## src/ntm_sinh_pkg.sv

```systemverilog
//////////////////////////////
// Sinh vector subsystem
// Shared widths, series table and operand type
//////////////////////////////

package ntm_sinh_pkg;

  //////////////////////////////
  // Widths
  //////////////////////////////

  // Data word width
  localparam int DATA_SIZE = 16;

  // Bit-serial step counter, holds 0 up to DATA_SIZE
  localparam int COUNT_SIZE = $clog2(DATA_SIZE + 1);

  //////////////////////////////
  // Series
  //////////////////////////////

  // Terms of x + x^3/3! + x^5/5! + x^7/7!
  localparam int NUM_TERMS = 4;

  // Term index width
  localparam int TERM_SIZE = $clog2(NUM_TERMS);

  // Step divisors (2k)(2k+1) indexed by k
  localparam logic [NUM_TERMS-1:1][DATA_SIZE-1:0] SINH_DENOM = {
    16'd42,
    16'd20,
    16'd6
  };

  //////////////////////////////
  // Types
  //////////////////////////////

  // One element together with its modulus
  typedef struct packed {
    logic [DATA_SIZE-1:0] modulo;
    logic [DATA_SIZE-1:0] data;
  } sinh_operand_t;

endpackage
```

## src/ntm_vector_sinh_function.sv

```systemverilog
//////////////////////////////
// Vector sinh controller
// Feeds elements one at a time to the scalar engine
// Pulses READY with the last result
//////////////////////////////

module ntm_vector_sinh_function import ntm_sinh_pkg::*; (
  input  logic                 CLK,
  input  logic                 RST,
  input  logic                 START,
  input  logic                 DATA_IN_ENABLE,
  input  logic [DATA_SIZE-1:0] SIZE_IN,
  input  sinh_operand_t        OPERAND_IN,
  output logic                 READY,
  output logic                 DATA_OUT_ENABLE,
  output logic [DATA_SIZE-1:0] DATA_OUT
);

  typedef enum logic [1:0] {
    STARTER_STATE,
    INPUT_STATE,
    ENDER_STATE
  } ctrl_state_t;

  //////////////////////////////
  // Signals
  //////////////////////////////

  // FSM and element counter
  ctrl_state_t          state;
  logic [DATA_SIZE-1:0] index_loop;

  // Scalar engine
  logic                 start_scalar;
  logic                 ready_scalar;
  sinh_operand_t        operand_scalar;
  logic [DATA_SIZE-1:0] data_out_scalar;

  // Engine READY is stale while its START is still in flight
  logic result_valid;
  assign result_valid = ready_scalar && !start_scalar;

  //////////////////////////////
  // Control FSM
  //////////////////////////////

  always_ff @(posedge CLK or posedge RST) begin
    if (RST) begin
      state           <= STARTER_STATE;
      index_loop      <= '0;
      start_scalar    <= 1'b0;
      READY           <= 1'b0;
      DATA_OUT_ENABLE <= 1'b0;
      DATA_OUT        <= '0;
    end else begin
      // Single-cycle pulses
      start_scalar    <= 1'b0;
      READY           <= 1'b0;
      DATA_OUT_ENABLE <= 1'b0;
      case (state)
        STARTER_STATE: begin
          if (START) begin
            index_loop <= '0;
            state      <= INPUT_STATE;
          end
        end
        INPUT_STATE: begin
          // Wait here for the next strobe
          if (DATA_IN_ENABLE) begin
            start_scalar <= 1'b1;
            state        <= ENDER_STATE;
          end
        end
        ENDER_STATE: begin
          if (result_valid) begin
            DATA_OUT        <= data_out_scalar;
            DATA_OUT_ENABLE <= 1'b1;
            if (index_loop == SIZE_IN - 1'b1) begin
              // Last element of the vector
              READY <= 1'b1;
              state <= STARTER_STATE;
            end else begin
              index_loop <= index_loop + 1'b1;
              state      <= INPUT_STATE;
            end
          end
        end
        default: state <= STARTER_STATE;
      endcase
    end
  end

  // Operand capture on an accepted strobe
  always_ff @(posedge CLK) begin
    if (state == INPUT_STATE && DATA_IN_ENABLE) begin
      operand_scalar <= OPERAND_IN;
    end
  end

  // Series engine
  ntm_scalar_sinh_function scalar_sinh_function (
    .CLK        (CLK),
    .RST        (RST),
    .START      (start_scalar),
    .OPERAND_IN (operand_scalar),
    .READY      (ready_scalar),
    .DATA_OUT   (data_out_scalar)
  );

  a_size_nonzero: assert property (@(posedge CLK) disable iff (RST)
    START |-> (SIZE_IN != '0))
    else $error("vector started with zero size");

endmodule

```

## src/ntm_scalar_sinh_function.sv

```systemverilog
//////////////////////////////
// Scalar sinh engine
// Taylor series x + x^3/3! + x^5/5! + x^7/7! mod m
// Terms stepped through multiplier and divider
//////////////////////////////

module ntm_scalar_sinh_function import ntm_sinh_pkg::*; (
  input  logic                 CLK,
  input  logic                 RST,
  input  logic                 START,
  input  sinh_operand_t        OPERAND_IN,
  output logic                 READY,
  output logic [DATA_SIZE-1:0] DATA_OUT
);

  typedef enum logic [2:0] {
    IDLE_STATE,
    REDUCE_STATE,
    MUL_X_STATE,
    MUL_XX_STATE,
    DIVIDE_STATE
  } sinh_state_t;

  //////////////////////////////
  // Signals
  //////////////////////////////

  // Control
  sinh_state_t           state;
  logic [COUNT_SIZE-1:0] reduce_count;
  logic                  reduce_last;
  logic [TERM_SIZE-1:0]  term_index;

  // Payload
  logic [DATA_SIZE-1:0] modulo;
  logic [DATA_SIZE-1:0] data_shift;
  logic [DATA_SIZE-1:0] x_value;
  logic [DATA_SIZE-1:0] term;
  logic [DATA_SIZE-1:0] sum;

  // Input reduction step
  logic [DATA_SIZE:0]   reduce_shift;
  logic [DATA_SIZE:0]   reduce_diff;
  logic [DATA_SIZE-1:0] reduce_next;

  // Modular accumulation
  logic [DATA_SIZE:0]   sum_add;
  logic [DATA_SIZE:0]   sum_diff;
  logic [DATA_SIZE-1:0] sum_next;

  // Multiplier
  logic                 mul_start;
  logic                 mul_done;
  logic [DATA_SIZE-1:0] mul_product;

  // Divider
  logic                 div_start;
  logic                 div_done;
  logic [DATA_SIZE-1:0] div_quotient;

  assign reduce_last = (reduce_count == COUNT_SIZE'(DATA_SIZE - 1));

  always_comb begin
    // x mod m, one data bit per cycle from the top
    reduce_shift = {x_value, data_shift[DATA_SIZE-1]};
    reduce_diff  = reduce_shift - {1'b0, modulo};
    reduce_next  = (reduce_shift >= {1'b0, modulo}) ? reduce_diff[DATA_SIZE-1:0]
                                                    : reduce_shift[DATA_SIZE-1:0];
    // sum + term, both below m
    sum_add  = {1'b0, sum} + {1'b0, div_quotient};
    sum_diff = sum_add - {1'b0, modulo};
    sum_next = (sum_add >= {1'b0, modulo}) ? sum_diff[DATA_SIZE-1:0] : sum_add[DATA_SIZE-1:0];
  end

  //////////////////////////////
  // Control FSM
  //////////////////////////////

  always_ff @(posedge CLK or posedge RST) begin
    if (RST) begin
      state        <= IDLE_STATE;
      reduce_count <= '0;
      term_index   <= TERM_SIZE'(1);
      mul_start    <= 1'b0;
      div_start    <= 1'b0;
      READY        <= 1'b0;
    end else begin
      mul_start <= 1'b0;
      div_start <= 1'b0;
      if (START) begin
        READY        <= 1'b0;
        reduce_count <= '0;
        state        <= REDUCE_STATE;
      end else begin
        case (state)
          REDUCE_STATE: begin
            reduce_count <= reduce_count + 1'b1;
            if (reduce_last) begin
              // First term is x itself
              term_index <= TERM_SIZE'(1);
              mul_start  <= 1'b1;
              state      <= MUL_X_STATE;
            end
          end
          MUL_X_STATE: begin
            if (mul_done) begin
              mul_start <= 1'b1;
              state     <= MUL_XX_STATE;
            end
          end
          MUL_XX_STATE: begin
            if (mul_done) begin
              div_start <= 1'b1;
              state     <= DIVIDE_STATE;
            end
          end
          DIVIDE_STATE: begin
            if (div_done) begin
              if (term_index == TERM_SIZE'(NUM_TERMS - 1)) begin
                // Last term added, hold result
                READY <= 1'b1;
                state <= IDLE_STATE;
              end else begin
                term_index <= term_index + 1'b1;
                mul_start  <= 1'b1;
                state      <= MUL_X_STATE;
              end
            end
          end
          default: state <= IDLE_STATE;
        endcase
      end
    end
  end

  // Datapath registers
  always_ff @(posedge CLK) begin
    if (START) begin
      modulo     <= OPERAND_IN.modulo;
      data_shift <= OPERAND_IN.data;
      x_value    <= '0;
    end else begin
      case (state)
        REDUCE_STATE: begin
          x_value    <= reduce_next;
          data_shift <= data_shift << 1;
          if (reduce_last) begin
            term <= reduce_next;
            sum  <= reduce_next;
          end
        end
        MUL_X_STATE, MUL_XX_STATE: begin
          if (mul_done) begin
            term <= mul_product;
          end
        end
        DIVIDE_STATE: begin
          if (div_done) begin
            term <= div_quotient;
            sum  <= sum_next;
          end
        end
        default: begin
        end
      endcase
    end
  end

  assign DATA_OUT = sum;

  //////////////////////////////
  // Arithmetic units
  //////////////////////////////

  // term * x, twice per term
  ntm_scalar_modular_multiplier modular_multiplier (
    .CLK       (CLK),
    .RST       (RST),
    .START     (mul_start),
    .FACTOR_A  (term),
    .FACTOR_B  (x_value),
    .MODULO_IN (modulo),
    .DONE      (mul_done),
    .PRODUCT   (mul_product)
  );

  // term / (2k)(2k+1)
  ntm_scalar_integer_divider integer_divider (
    .CLK      (CLK),
    .RST      (RST),
    .START    (div_start),
    .DIVIDEND (term),
    .DIVISOR  (SINH_DENOM[term_index]),
    .DONE     (div_done),
    .QUOTIENT (div_quotient)
  );

  a_modulo_nonzero: assert property (@(posedge CLK) disable iff (RST)
    START |-> (OPERAND_IN.modulo != '0))
    else $error("sinh engine started with zero modulus");

endmodule

```

## src/ntm_scalar_integer_divider.sv

```systemverilog
//////////////////////////////
// Integer divider
// Restoring shift-subtract, one quotient bit per cycle
//////////////////////////////

module ntm_scalar_integer_divider import ntm_sinh_pkg::*; (
  input  logic                 CLK,
  input  logic                 RST,
  input  logic                 START,
  input  logic [DATA_SIZE-1:0] DIVIDEND,
  input  logic [DATA_SIZE-1:0] DIVISOR,
  output logic                 DONE,
  output logic [DATA_SIZE-1:0] QUOTIENT
);

  // Control
  logic                  busy;
  logic                  stepping;
  logic [COUNT_SIZE-1:0] count;

  // Partial remainder, quotient shifts in as dividend shifts out
  logic [DATA_SIZE-1:0] remainder;
  logic [DATA_SIZE-1:0] quotient;
  logic [DATA_SIZE-1:0] divisor;

  // Trial subtraction
  logic [DATA_SIZE:0]   rem_shift;
  logic [DATA_SIZE:0]   rem_diff;
  logic                 fits;
  logic [DATA_SIZE-1:0] rem_next;

  assign stepping = busy && (count != COUNT_SIZE'(DATA_SIZE));

  always_comb begin
    // Bring down next dividend bit
    rem_shift = {remainder, quotient[DATA_SIZE-1]};
    rem_diff  = rem_shift - {1'b0, divisor};
    fits      = (rem_shift >= {1'b0, divisor});
    // Restore on a failed subtraction
    rem_next  = fits ? rem_diff[DATA_SIZE-1:0] : rem_shift[DATA_SIZE-1:0];
  end

  //////////////////////////////
  // Sequencing
  //////////////////////////////

  always_ff @(posedge CLK or posedge RST) begin
    if (RST) begin
      busy  <= 1'b0;
      count <= '0;
      DONE  <= 1'b0;
    end else begin
      DONE <= 1'b0;
      if (START) begin
        busy  <= 1'b1;
        count <= '0;
      end else if (stepping) begin
        count <= count + 1'b1;
      end else if (busy) begin
        busy <= 1'b0;
        DONE <= 1'b1;
      end
    end
  end

  // Datapath
  always_ff @(posedge CLK) begin
    if (START) begin
      remainder <= '0;
      quotient  <= DIVIDEND;
      divisor   <= DIVISOR;
    end else if (stepping) begin
      remainder <= rem_next;
      quotient  <= {quotient[DATA_SIZE-2:0], fits};
    end
  end

  assign QUOTIENT = quotient;

  // Caller never divides by zero
  a_divisor_nonzero: assert property (@(posedge CLK) disable iff (RST)
    START |-> (DIVISOR != '0))
    else $error("divider started with zero divisor");

endmodule

```

## src/ntm_scalar_modular_multiplier.sv

```systemverilog
//////////////////////////////
// Modular multiplier
// Bit-serial shift-add, returns (a*b) mod m
//////////////////////////////

module ntm_scalar_modular_multiplier import ntm_sinh_pkg::*; (
  input  logic                 CLK,
  input  logic                 RST,
  input  logic                 START,
  input  logic [DATA_SIZE-1:0] FACTOR_A,
  input  logic [DATA_SIZE-1:0] FACTOR_B,
  input  logic [DATA_SIZE-1:0] MODULO_IN,
  output logic                 DONE,
  output logic [DATA_SIZE-1:0] PRODUCT
);

  // Control
  logic                  busy;
  logic                  stepping;
  logic [COUNT_SIZE-1:0] count;

  // Operands and accumulator
  logic [DATA_SIZE-1:0] factor_a;
  logic [DATA_SIZE-1:0] scan_b;
  logic [DATA_SIZE-1:0] modulo;
  logic [DATA_SIZE-1:0] acc;

  // One step of the scan
  logic [DATA_SIZE:0]   dbl_sum;
  logic [DATA_SIZE:0]   dbl_diff;
  logic [DATA_SIZE-1:0] dbl_red;
  logic [DATA_SIZE:0]   add_sum;
  logic [DATA_SIZE:0]   add_diff;
  logic [DATA_SIZE-1:0] acc_next;

  // Still scanning bits of b
  assign stepping = busy && (count != COUNT_SIZE'(DATA_SIZE));

  always_comb begin
    // Double, then fold back below m
    dbl_sum  = {acc, 1'b0};
    dbl_diff = dbl_sum - {1'b0, modulo};
    dbl_red  = (dbl_sum >= {1'b0, modulo}) ? dbl_diff[DATA_SIZE-1:0] : dbl_sum[DATA_SIZE-1:0];
    // Add a on a set bit, fold again
    add_sum  = {1'b0, dbl_red} + (scan_b[DATA_SIZE-1] ? {1'b0, factor_a} : '0);
    add_diff = add_sum - {1'b0, modulo};
    acc_next = (add_sum >= {1'b0, modulo}) ? add_diff[DATA_SIZE-1:0] : add_sum[DATA_SIZE-1:0];
  end

  //////////////////////////////
  // Sequencing
  //////////////////////////////

  always_ff @(posedge CLK or posedge RST) begin
    if (RST) begin
      busy  <= 1'b0;
      count <= '0;
      DONE  <= 1'b0;
    end else begin
      DONE <= 1'b0;
      if (START) begin
        busy  <= 1'b1;
        count <= '0;
      end else if (stepping) begin
        count <= count + 1'b1;
      end else if (busy) begin
        // All bits consumed
        busy <= 1'b0;
        DONE <= 1'b1;
      end
    end
  end

  // Datapath
  always_ff @(posedge CLK) begin
    if (START) begin
      factor_a <= FACTOR_A;
      scan_b   <= FACTOR_B;
      modulo   <= MODULO_IN;
      acc      <= '0;
    end else if (stepping) begin
      acc    <= acc_next;
      scan_b <= scan_b << 1;
    end
  end

  // Accumulator is stable from DONE until the next START
  assign PRODUCT = acc;

  // Caller keeps both factors reduced
  a_factors_reduced: assert property (@(posedge CLK) disable iff (RST)
    START |-> (FACTOR_A < MODULO_IN) && (FACTOR_B < MODULO_IN))
    else $error("multiplier factor not below modulus");

endmodule

```

## config.mk

```make
export PLATFORM = sky130hd
export DESIGN_NAME = ntm_vector_sinh_function
export DESIGN_NICKNAME = d
export VERILOG_FILES = /design/src/ntm_sinh_pkg.sv /design/src/ntm_vector_sinh_function.sv /design/src/ntm_scalar_sinh_function.sv /design/src/ntm_scalar_integer_divider.sv /design/src/ntm_scalar_modular_multiplier.sv
export SDC_FILE = /design/constraint.sdc
export NUM_CORES = 1
export LEC_CHECK = 0
export BUFFER_PORTS_ARGS = -buffer_cell sky130_fd_sc_hd__buf_4
export CAP_MARGIN = 20
export CORE_ASPECT_RATIO = 1.5
export CORE_MARGIN = 2
export CORE_UTILIZATION = 45
export CTS_CLUSTER_SIZE = 12
export DETAILED_ROUTE_END_ITERATION = 10
export HOLD_SLACK_MARGIN = 0.12
export PLACE_DENSITY_LB_ADDON = 0.12
export SETUP_SLACK_MARGIN = 0.5
export SYNTH_ARGS = -nofsm -noshare
export SYNTH_HDL_FRONTEND = slang
export SYNTH_SLANG_ARGS = --single-unit
```

## constraint.sdc

```tcl
create_clock -name CLK -period 9.9 [get_ports CLK]
set_input_delay 1.98 -clock CLK [delete_from_list [all_inputs] [get_ports CLK]]
set_output_delay 1.98 -clock CLK [all_outputs]
set_load 0.01 [all_outputs]
```

# Word-level counts from Yosys, hierarchy flattened
# Index checks and enable logic that the tools add are counted.
# op_classes
div,0
n_mux,75
n_shift,0
n_eq_ne,25
n_bitwise,1
n_reduce_logical,24
multipliers,0
add_sub_neg,13
order_cmp,6
# op_table
cell,count
$mux W16,20
$ge A17 B16 Y1,5
$sub A16 B16 Y16,5
$pmux W16 S2,2
$pmux W16 S3,1
$add A16 B16 Y17,2
$bmux W16 S2,1
$mux W5,6
$mux W1,29
$add A16 B1 Y16 const B,1
$eq A16 B16 Y1,1
$reduce_bool A2 Y1,8
$sub A16 B1 Y16 const B,1
$add A5 B1 Y5 const B,3
$mux W3,5
$mux W2,7
$ne A2 B2 Y1 const B,7
$pmux W3 S4,1
$reduce_and A4 Y1,3
$ne A5 B5 Y1 const B,2
$reduce_and A5 Y1,2
$ne A3 B3 Y1 const B,3
$eq A3 B2 Y1 const B,2
$ne A2 B1 Y1 const B,3
other kinds (19),24
# totals
output_inout_bits,18
memories,0
mem_bits_rw,0
reg_bits,288
romBits,0
latch_bits,0
elab_cells,176
in_bits,52

# Logic depth before layout (Yosys ltp)
# Gate-level depths: netlist (run 1).
# logic_depth
ltp_word,5
depth_mapped,31
ltp_nobuf,27

# By module
# Synthesis (run 1) repeated with hierarchy kept, for this count alone.
# unflattened
hier_cells,1717
area_unflattened_um2,17803.3
# by_module_without_submodules
mod,n_inst,cells_per_inst,area_per_inst_um2,seq_area_each_um2
ntm_scalar_sinh_function,1,646,6342.3,2568.7
ntm_scalar_modular_multiplier,1,518,5221.3,1936.9
ntm_vector_sinh_function,1,262,3204.3,1886.8
ntm_scalar_integer_divider,1,291,3035.4,1456.4

# Worst setup path before layout (run 1)
# No wires, ideal clock.
# synth_timing
path_type,register to register
startpoint,register scalar_sinh_function.modular_multiplier.modulo[1]
endpoint,register scalar_sinh_function.modular_multiplier.acc[1] (netlist: scalar_sinh_function.modular_multiplier.PRODUCT[1])
stages_incl_launch_ff,31
n_path_buf,4
setup_ns,0.086
setup_slack_ns,4.108
synth_period_minus_slack_ns,5.792
t_arrival_ns,5.707
cell_sequence,edfxtp_1 > inv_1 > ha_1 > nor2b_1 > o21a_1 > o21ai_0 > a21oi_1 > o221ai_1 > a211oi_1 > nand2b_1 > clkbuf_1 > clkbuf_1 > and2_1 > ha_1 > inv_1 > fa_1 > nand3b_1 > a21oi_1 > o311a_1 > nor2_1 > ha_1 > a21o_1 > a21o_1 > a21o_1 > a211oi_1 > o2111ai_1 > buf_2 > buf_2 > nor2_1 > a21oi_1 > a211oi_1
# synth_between
elab_chain_cells,5
word_cells_on_any_way,7
classes_between,add/sub: 3; order compare: 2; mux: 2
# synth_lines
element,line,text
from (decl),ntm_scalar_modular_multiplier.sv:25,logic [DATA_SIZE-1:0] modulo;
from (signal assigned),ntm_scalar_modular_multiplier.sv:79,modulo <= MODULO_IN;
$sub A16 B16 Y16 or $ge A17 B16 Y1 (tied branches),"ntm_scalar_modular_multiplier.sv:42, ntm_scalar_modular_multiplier.sv:43",
$mux W16,ntm_scalar_modular_multiplier.sv:43,"dbl_red = (dbl_sum >= {1'b0, modulo}) ? dbl_diff[DATA_SIZE-1:0] : dbl_sum[DATA_SIZE-1:0];"
$add A16 B16 Y17,ntm_scalar_modular_multiplier.sv:45,"add_sum = {1'b0, dbl_red} + (scan_b[DATA_SIZE-1] ? {1'b0, factor_a} : '0);"
$sub A16 B16 Y16 or $ge A17 B16 Y1 (tied branches),"ntm_scalar_modular_multiplier.sv:46, ntm_scalar_modular_multiplier.sv:47",
$mux W16 (*),ntm_scalar_modular_multiplier.sv:47,"acc_next = (add_sum >= {1'b0, modulo}) ? add_diff[DATA_SIZE-1:0] : add_sum[DATA_SIZE-1:0];"
to (signal assigned),ntm_scalar_modular_multiplier.sv:82,acc <= acc_next;
to (decl),ntm_scalar_modular_multiplier.sv:26,logic [DATA_SIZE-1:0] acc;
# Every way passes the cells marked *; elsewhere a longest branch is shown, timed or not.
# A chain may end at the register's enable or synchronous reset.

# Worst setup path after layout (run 1)
# layout_timing
startpoint,register scalar_sinh_function.modular_multiplier.acc[0] (netlist: scalar_sinh_function.modular_multiplier.PRODUCT[0])
endpoint,register scalar_sinh_function.modular_multiplier.acc[15] (netlist: scalar_sinh_function.modular_multiplier.PRODUCT[15])
# layout_between
elab_chain_cells,5
word_cells_on_any_way,7
classes_between,add/sub: 3; order compare: 2; mux: 2
# layout_lines
element,line
$sub A16 B16 Y16 or $ge A17 B16 Y1 (tied branches),"ntm_scalar_modular_multiplier.sv:42, ntm_scalar_modular_multiplier.sv:43"
$mux W16 (*),ntm_scalar_modular_multiplier.sv:43
$add A16 B16 Y17 (*),ntm_scalar_modular_multiplier.sv:45
$sub A16 B16 Y16 or $ge A17 B16 Y1 (tied branches),"ntm_scalar_modular_multiplier.sv:46, ntm_scalar_modular_multiplier.sv:47"
$mux W16 (*),ntm_scalar_modular_multiplier.sv:47
# Marks and branches as above.

==> impl_results.md, run 1 <==
- Count of cells resized by post-cts repair: 0
- Worst-case clock buffer depth: 3
- Diode count: 0
- Initial antenna violation count: 0
- Asr flop ratio synth: 23.19%
- FILL cells: 3,408
- Max transition margin: between 30 and 40%
- Placed insts: about 2,200
- Max stage delay cell, worst path: nand2b_1
- CTS Buf Count: 29
- Placed cell areas: 17,950 sq um
- Number of routed nets with antenna violations: 0
- Final Hold Fails: 0
- Max incr delay on CP: around 600 ps
- Post-Layout Inst Area: ~19,000 sq um
- Initial drt markers: 649
- Syn Area/Cell: about 10 sq um
- Clk sink count: 276
- Gr usage total: roughly 22%
- Post-synthesis register bit count: approximately 280
- Crit. End Element: flip-flop
- Post-CTS Setup Inserts: 0
- Commonest non-fill, non-tap cell in the layout: edfxtp_1
- H-tree lvl count: 1
- # IOs: 70
- IO buf count: 69
- Critical Path RT: between 10,000 and 15,000 ps
- Global route overflow: 0
- Row count: 87
- Synth warnings: 0
- Die W: between 150 and 200 um
- Post-synth design cell area: between 15,000 and 20,000 sq um
- First-pass GRT wire length: ~68,000 um
- Worst Setup Start Kind: flip-flop
- Crit path arrival time: around 7600 ps
- Mapped Cells: 1,635
- Total of max-cap violations: 0
- Slew Viols, Final: 0
- Worst skew pair latency: about 570 ps
- Largest net degree at the start of global routing: between 70 and 80
- Hold_buf cts: 0
- Post-Route Skew: ~13 ps
- Worst hold slack: 417.4 ps
- Clock transition at path regs: 60 ps
- Worst hold path type: reg2reg
- DRC viols: 0
- Post-synth net total: ~1,800
- Vias/cell: about 5.7
- Die height: between 200 and 250 um
- Status: complete, no violations
- Setup violators final: 0
- TNS Setup: 0 ps
- Via count: roughly 13,000
- Initial DRT Pass Iterations: 5
- Number of global-route vias before repair: approximately 13,000
- P&R area growth vs syn: 11.77%
- Distinct cells, synth: between 90 and 100
- Routed Wire Length: around 43,000 um
- Tightest Pin Transition: 1001 ps
- Fin crit share: between 70% and 80%
- CP Class: reg2reg
- Core Region: between 30,000 and 40,000 sq um
- Primary FF master, synth: edfxtp_1
- Total Die Area: slightly below 40,000 sq um
- Clock root buffer: clkbuf_16
- Worst Path Max Fanout: 16
- Gpl congestion: 0.9631
- Post-synth EDFFs: roughly 160
- Finished Layout Cells: ~2,200
- Post-layout nets: roughly 1,900
- Unrepaired setup endpoints after global routing: false
- HPWL Detailed: ~33,000 um
- Sequential-to-total area share from yosys stat: between 40% and 50%
- Most frequent cells in the layout: edfxtp_1, nor2_1, ha_1
- Peak Freq: approximately 140 MHz
- CTS tree: built
- Fraction of layout cells with a size suffix above 1: between 10% and 20%
- Initial Util: between 40% and 50%
- Final Critical Period: about 7000 ps
- Wire per inst: roughly 19 um
flip-flops by register name, indices dropped and copies added (netlist names), 2 cells and up:
| register | count |
|---|---|
| scalar_sinh_function.modulo | 16 |
| scalar_sinh_function.modular_multiplier.PRODUCT | 16 |
| scalar_sinh_function.data_shift | 16 |
| DATA_OUT | 16 |
| scalar_sinh_function.term | 16 |
| scalar_sinh_function.term_index | 2 |
| scalar_sinh_function.integer_divider.count | 5 |
| index_loop | 16 |
| scalar_sinh_function.modular_multiplier.modulo | 16 |
| scalar_sinh_function.integer_divider.divisor | 4 |
| scalar_sinh_function.x_value | 16 |
| operand_scalar | 32 |
| scalar_sinh_function.DATA_OUT | 16 |
| scalar_sinh_function.reduce_count | 5 |
| scalar_sinh_function.modular_multiplier.factor_a | 16 |
| scalar_sinh_function.integer_divider.remainder | 16 |
| scalar_sinh_function.integer_divider.QUOTIENT | 16 |
| state | 2 |
| scalar_sinh_function.modular_multiplier.scan_b | 16 |
| scalar_sinh_function.state | 3 |
| scalar_sinh_function.modular_multiplier.count | 5 |
worst paths after layout:
kind | startpoint | endpoint | slack (ps) | cells after the start
max in group asynchronous | RST | scalar_sinh_function.mul_start | 7600 | 3
hold reg to reg | operand_scalar[19] | scalar_sinh_function.modulo[3] | 420 | 0
setup / recovery | flip-flop | flip-flop | 2830 | 27
hold / removal | operand_scalar[19] | scalar_sinh_function.modulo[3] | 420 | 0
min in group asynchronous | RST | DATA_OUT[3] | 1670 | 3
setup reg to reg | flip-flop | flip-flop | 2830 | 27
per-layer routing:
metal  global-route usage (%)  up-vias  share of wire [%]
met5                        0        -                  0
met3                    2.380       76                3.8
met1                    26.69     6142                 41
met2                    39.99      254                 51
li1                         -     6187                  -
met4                    8.635        0                3.9
through the flow:
step           util (%)  worst slack, ps
4_1_cts           50.58             2864
5_1_grt           50.63             2289
3_3_place_gp      48.08             2961
3_5_place_dp      48.08             2873
6_report          50.63             2828
2_1_floorplan         -             4108
layout make-up:
cell class	count	area (sq um)	area share (%)
clock buffers	46	839.6	4.442
well taps	489	611.8	3.237
inverters	89	334.1	1.767
repair buffers	85	645.6	3.416
multi-input cells	1216	8885	47.00
flip-flops and latches	276	7491	39.63
clock inverters	8	95.09	0.5031
Yosys cell counts, types with 7 or more instances:
master | n | area share, %
o41ai_1 | 9 | 0.47
nand2b_1 | 20 | 0.74
nor4_1 | 9 | 0.33
and2_1 | 23 | 0.85
xor2_1 | 47 | 2.4
nand4_1 | 21 | 0.78
o21a_1 | 16 | 0.71
nor3_1 | 42 | 1.2
a311oi_1 | 8 | 0.41
ha_1 | 113 | 8.4
or3_1 | 22 | 0.81
o211ai_1 | 15 | 0.67
or2_2 | 12 | 0.44
a22oi_1 | 17 | 0.75
clkbuf_1 | 39 | 0.87
nand3_1 | 25 | 0.74
a211oi_1 | 48 | 2.1
dfrtp_1 | 63 | 9.3
nand2_1 | 92 | 2.0
or4_1 | 11 | 0.49
o21ai_1 | 19 | 0.56
nor2b_1 | 14 | 0.52
dfxtp_1 | 48 | 5.7
fa_1 | 7 | 0.83
xnor2_1 | 61 | 3.2
o21bai_1 | 7 | 0.31
inv_1 | 88 | 2.0
o21ai_0 | 40 | 1.2
mux2i_1 | 48 | 2.8
nor2_1 | 144 | 3.2
a31oi_1 | 12 | 0.44
o31ai_1 | 14 | 0.62
and3_1 | 7 | 0.26
a21o_1 | 28 | 1.2
a21oi_1 | 102 | 3.0
mux2_2 | 66 | 4.4
nor3b_1 | 7 | 0.31
edfxtp_1 | 164 | 29
cells by family after synthesis:
group	share of synthesized area, %
AND/OR/NAND/NOR	14.43
other	0.02217
multiplexers	7.502
XOR/XNOR	5.593
AO/OA/AOI/OAI	15.63
flip-flops	44.28
adder cells (fa/ha/maj)	9.189
buffers and inverters	3.352
critical path, delay by kind of cell (launching register included):
| kind | cells | cell delay, ps |
|---|---|---|
| flip-flops | 1 | 390 |
| buffers and inverters | 3 | 620 |
| multiplexers | 1 | 140 |
| adder cells (fa/ha/maj) | 4 | 1270 |
| AO/OA/AOI/OAI | 13 | 3010 |
| AND/OR/NAND/NOR | 6 | 1520 |
Power of run 1 is not shown: default switching activity piles up to over one toggle a cycle in this logic, so the estimate is an artifact.
==> run 2: changes to the inputs <==
Clock period 9.9 ns to 6.4 ns, I/O delays scaled along.
==> run 2 against run 1 <==
Sequential share of layout area shrank 1.1 points; count of clock-buffer cells in the layout fell by 1; via count is 0.32% higher; die area is the same; wire length grew 0.60%; non-clock buffer count increased by 25.
==> impl_results.md, run 2 (same netlist as run 1, synthesis figures left out) <==
- Unrepaired setup endpoints after global routing: false
- Global route overflow: 0
- Gr usage total: a little over a fifth
- Largest register by flop count: operand_scalar
- DRC viols: 0
- Initial DRT Pass Iterations: 5
- Peak Freq: between 150 and 200 MHz
- Crit. End Element: flip-flop
- Final Critical Period: 5829 ps
- Post-layout nets: around 1,900
- Worst-case clock buffer depth: 3
- Worst Setup Start Kind: flip-flop
- Tightest Pin Transition: roughly 1000 ps
- Number of global-route vias before repair: approximately 13,000
- Wire per inst: between 15 and 20 um
- H-tree lvl count: 1
- Routed Wire Length: between 40,000 and 50,000 um
- Worst hold slack: 417.0 ps
- Post-Route Skew: between 10 and 15 ps
- P&R area growth vs syn: 15.08%
- Setup violators final: 0
- CTS Buf Count: 29
- Die W: between 150 and 200 um
- Initial antenna violation count: 0
- Row count: 87
- Final Hold Fails: 0
- Crit-path most repeated cell: a21o_1
- Fin crit share: about nine tenths
- Clock transition at path regs: around 60 ps
- Clock root buffer: clkbuf_16
- Worst skew pair latency: about 570 ps
- Finished Layout Cells: ~2,200
- Met3 routed WL: roughly 1400 um
- Gpl congestion: just under 0.9
- Max transition margin: 31.24%
- Hold_buf cts: 0
- Most frequent cells in the layout: edfxtp_1, nor2_1, ha_1
- Total Die Area: 39,180 sq um
- Worst Setup SP: scalar_sinh_function.modular_multiplier.modulo[1]
- Placed insts: between 2,000 and 2,500
- IO buf count: 69
- Status: complete, no violations
- Routed wl met2: around 22,000 um
- Initial Util: a little under half
- Worst hold path type: reg2reg
- CP Class: reg2reg
- Via count: around 13,000
- Number of routed nets with antenna violations: 0
- HPWL Detailed: between 30,000 and 40,000 um
- Largest net degree at the start of global routing: 73
- Crit path arrival time: 6300 ps
- Initial drt markers: between 700 and 800
- Core Region: about 37,000 sq um
- TNS Setup: 0 ps
- Worst R2R Start: scalar_sinh_function.modular_multiplier.modulo[1]
- Post-Route M1 WL: between 15,000 and 20,000 um
- # IOs: 70
- Slew Viols, Final: 0
- CTS tree: built
- Max incr delay on CP: roughly 350 ps
- Fraction of layout cells with a size suffix above 1: roughly 17%
- Highest routed layer: met4
- Clk sink count: around 280
- Min-delay src: operand_scalar[20]
- First-pass GRT wire length: slightly below 70,000 um
- Die height: ~240 um
- Number of flip-flops under the largest register name: 32
- Max stage delay cell, worst path: fa_2
- Commonest non-fill, non-tap cell in the layout: edfxtp_1
- Critical Path RT: between 6000 and 7000 ps
- Diode count: 0
- Vias/cell: around 5.7
- FILL cells: 3,363
- Total of max-cap violations: 0
- Worst Path Max Fanout: 7
## run 2: changes by cell type in the layout (fill, tap and decap cells not counted), moves of 4 or more
cell	change
a211oi_1	-4
a21oi_1	-10
a21oi_2	+10
buf_4	+19
ha_1	-9
ha_4	+7
o21ai_0	-4
## run 2: layout make-up
cell class,instances,area (sq um),share of cell area (%)
multi-input combinational,1216,9180,47.17
sequential,276,7492,38.50
timing repair buffer,110,908.4,4.668
clock buffer,45,809.5,4.160
tap,489,611.8,3.144
inverter,89,334.1,1.717
clock inverter,9,125.1,0.6429
## run 2: path summary, 6_finish.rpt
path                                             endpoint  slack [ps]  depth (start not counted)
max                                             flip-flop         570                         28
min                        scalar_sinh_function.modulo[4]         420                          0
min in group asynchronous                           READY         980                          3
max reg2reg                                     flip-flop         570                         28
min reg2reg                scalar_sinh_function.modulo[4]         420                          0
max in group asynchronous                    start_scalar        4800                          3
## run 2: what timing repair did
action / CTS / global route
pin swaps: 2 / 26
gates cloned: 0 / 2
endpoints found under the setup margin: 16 / 16
setup buffers: 0 / 16
resized for setup: 12 / 50
## run 2: critical path, delay by kind of cell, from the launching register on
kind | cells | cell delay [ps]
buffers and inverters | 4 | 490
AND/OR/NAND/NOR | 6 | 1170
flip-flops | 1 | 340
multiplexers | 1 | 110
adder cells (fa/ha/maj) | 4 | 1090
AO/OA/AOI/OAI | 13 | 2530
## run 2: routing by layer
metal | vias up | GRT usage (%)
met3 | 96 | 2.072
li1 | 6223 | -
met1 | 6149 | 26.21
met4 | 0 | 10.08
met2 | 232 | 39.02
met5 | - | 0
## run 2: per-stage QoR
step | area, sq um | setup WS [ps] | utilization [%]
2_1_floorplan | 16910 | 607.9 | -
3_3_place_gp | 18000 | 252.8 | 48.22
3_5_place_dp | 18000 | 68.36 | 48.22
4_1_cts | 18990 | 442.1 | 50.85
5_1_grt | 19460 | 241.7 | 52.12
6_report | 19460 | 570.6 | 52.12
Power of run 2 is left out for the same reason.
==> run 3: changes to the inputs <==
Clock period 6.4 ns to 6 ns, I/O delays scaled along.
==> run 3 against run 2 <==
Sequential share of layout area is 0.82 points lower; worst setup slack lost 170 ps; final area grew 2.2%; global-route usage rose by 0.29 points; highest routed layer unchanged.
==> impl_results.md, run 3 (same netlist as run 1, synthesis figures left out) <==
- Status: complete, no violations
- Setup violators final: 0
- Final Critical Period: ~5600 ps
- Post-Route Skew: approximately 18 ps
- Largest net degree at the start of global routing: 73
- Number of routed nets with antenna violations: 0
- Initial antenna violation count: 0
- Die height: ~240 um
- Total of max-cap violations: 0
- Final Hold Fails: 0
- Clock root buffer: clkbuf_16
- Slew Viols, Final: 0
- P&R area growth vs syn: 17.59%
- Worst hold slack: around 420 ps
- # IOs: 70
- Worst skew pair latency: approximately 550 ps
- Diode count: 0
- DRC viols: 0
- HPWL Detailed: ~32,000 um
- Vias/cell: between 5 and 6
- Tightest Pin Transition: about 1100 ps
- Max stage delay cell, worst path: o311a_4
- First-pass GRT wire length: about 70,000 um
- Crit. End Element: flip-flop
- Gpl congestion: roughly 0.9
- Initial Util: a little under half
- Final Worst Setup Slack: 397.5 ps
- Unrepaired setup endpoints after global routing: true
- Via count: around 13,000
- Hold_buf cts: 0
- H-tree lvl count: 1
- Critical Path RT: 6390 ps
- CP Class: reg2reg
- CTS tree: built
- Number of flip-flops under the largest register name: 32
- Global route overflow: 0
- FILL cells: 3,342
- Post-layout util: between 50% and 60%
- Clk sink count: 276
- Initial DRT Pass Iterations: 5
- Max transition margin: roughly 27%
- Delay-heaviest family, CP: compound AO/OA/AOI/OAI gates
- Worst hold path type: reg2reg
- TNS Setup: 0 ps
- Largest register by flop count: operand_scalar
- Worst R2R Start: scalar_sinh_function.modular_multiplier.modulo[9]
- Fin crit share: 93.37%
- Worst path bufs/invs: 3
- Wire per inst: 19.01 um
- Commonest non-fill, non-tap cell in the layout: edfxtp_1
- Gr usage total: 21.99%
- Crit path arrival time: 5990 ps
- Worst Path Max Fanout: 8
- Row count: 87
- Post-layout nets: between 1,500 and 2,000
- Total Die Area: ~39,000 sq um
- CTS Buf Count: 29
- Clock transition at path regs: around 60 ps
- Routed Wire Length: ~43,000 um
- Core Region: ~37,000 sq um
- Min-delay src: operand_scalar[18]
- Fraction of layout cells with a size suffix above 1: a little over a fifth
- Worst-case clock buffer depth: 3
- Number of global-route vias before repair: 12,740
- Crit-path most repeated cell: a21o_1
- IO buf count: 69
- Max incr delay on CP: approximately 420 ps
- Peak Freq: roughly 180 MHz
- Die W: 162.3 um
- Most frequent cells in the layout: edfxtp_1, nor2_1, buf_4
- Worst Setup Start Kind: flip-flop
- Worst Setup SP: scalar_sinh_function.modular_multiplier.modulo[9]
- Pre-CTS setup slack: -12.37 ps
- Initial drt markers: roughly 750
==> run 3: final cells by class <==
cell class / count / area [sq um] / share of cell area, %
clock inverter: 8 / 65.06 / 0.3272
timing repair buffer: 144 / 1137 / 5.719
multi-input combinational: 1216 / 9430 / 47.42
inverter: 89 / 334.1 / 1.680
tap: 489 / 611.8 / 3.077
sequential: 276 / 7492 / 37.67
clock buffer: 45 / 815.8 / 4.102
==> run 3: timing repair <==
action                     in CTS  in global routing
setup buffers                  21                 12
setup endpoints to repair      16                 16
gates resized for setup        64                 53
pin swaps                      30                 54
gates cloned                    1                  0
==> run 3: metrics by stage <==
step                instances  instance area [sq um]
finish                   2267                  19890
global route             2267                  19890
CTS                      2255                  19520
detailed placement       2180                  18160
global placement         2180                  18160
floorplan                1635                  16920
==> run 3: routing by layer <==
metal	global-route usage [%]	routed length, um	vias to the layer above
met5	0	0	-
met4	8.689	1574	0
met3	2.054	1440	85
met2	39.78	22180	219
met1	27.01	17900	6175
li1	-	-	6295
==> run 3: path summary, 6_finish.rpt <==
path / slack (ps) / cells past startpoint / endpoint
max in group asynchronous: 4240 / 3 / scalar_sinh_function.term_index[0]
min: 420 / 0 / scalar_sinh_function.modulo[2]
max reg2reg: 400 / 27 / flip-flop
min in group asynchronous: 810 / 2 / scalar_sinh_function.integer_divider.count[0]
min reg2reg: 420 / 0 / scalar_sinh_function.modulo[2]
max: 400 / 27 / flip-flop
Power of run 3 is left out for the same reason.
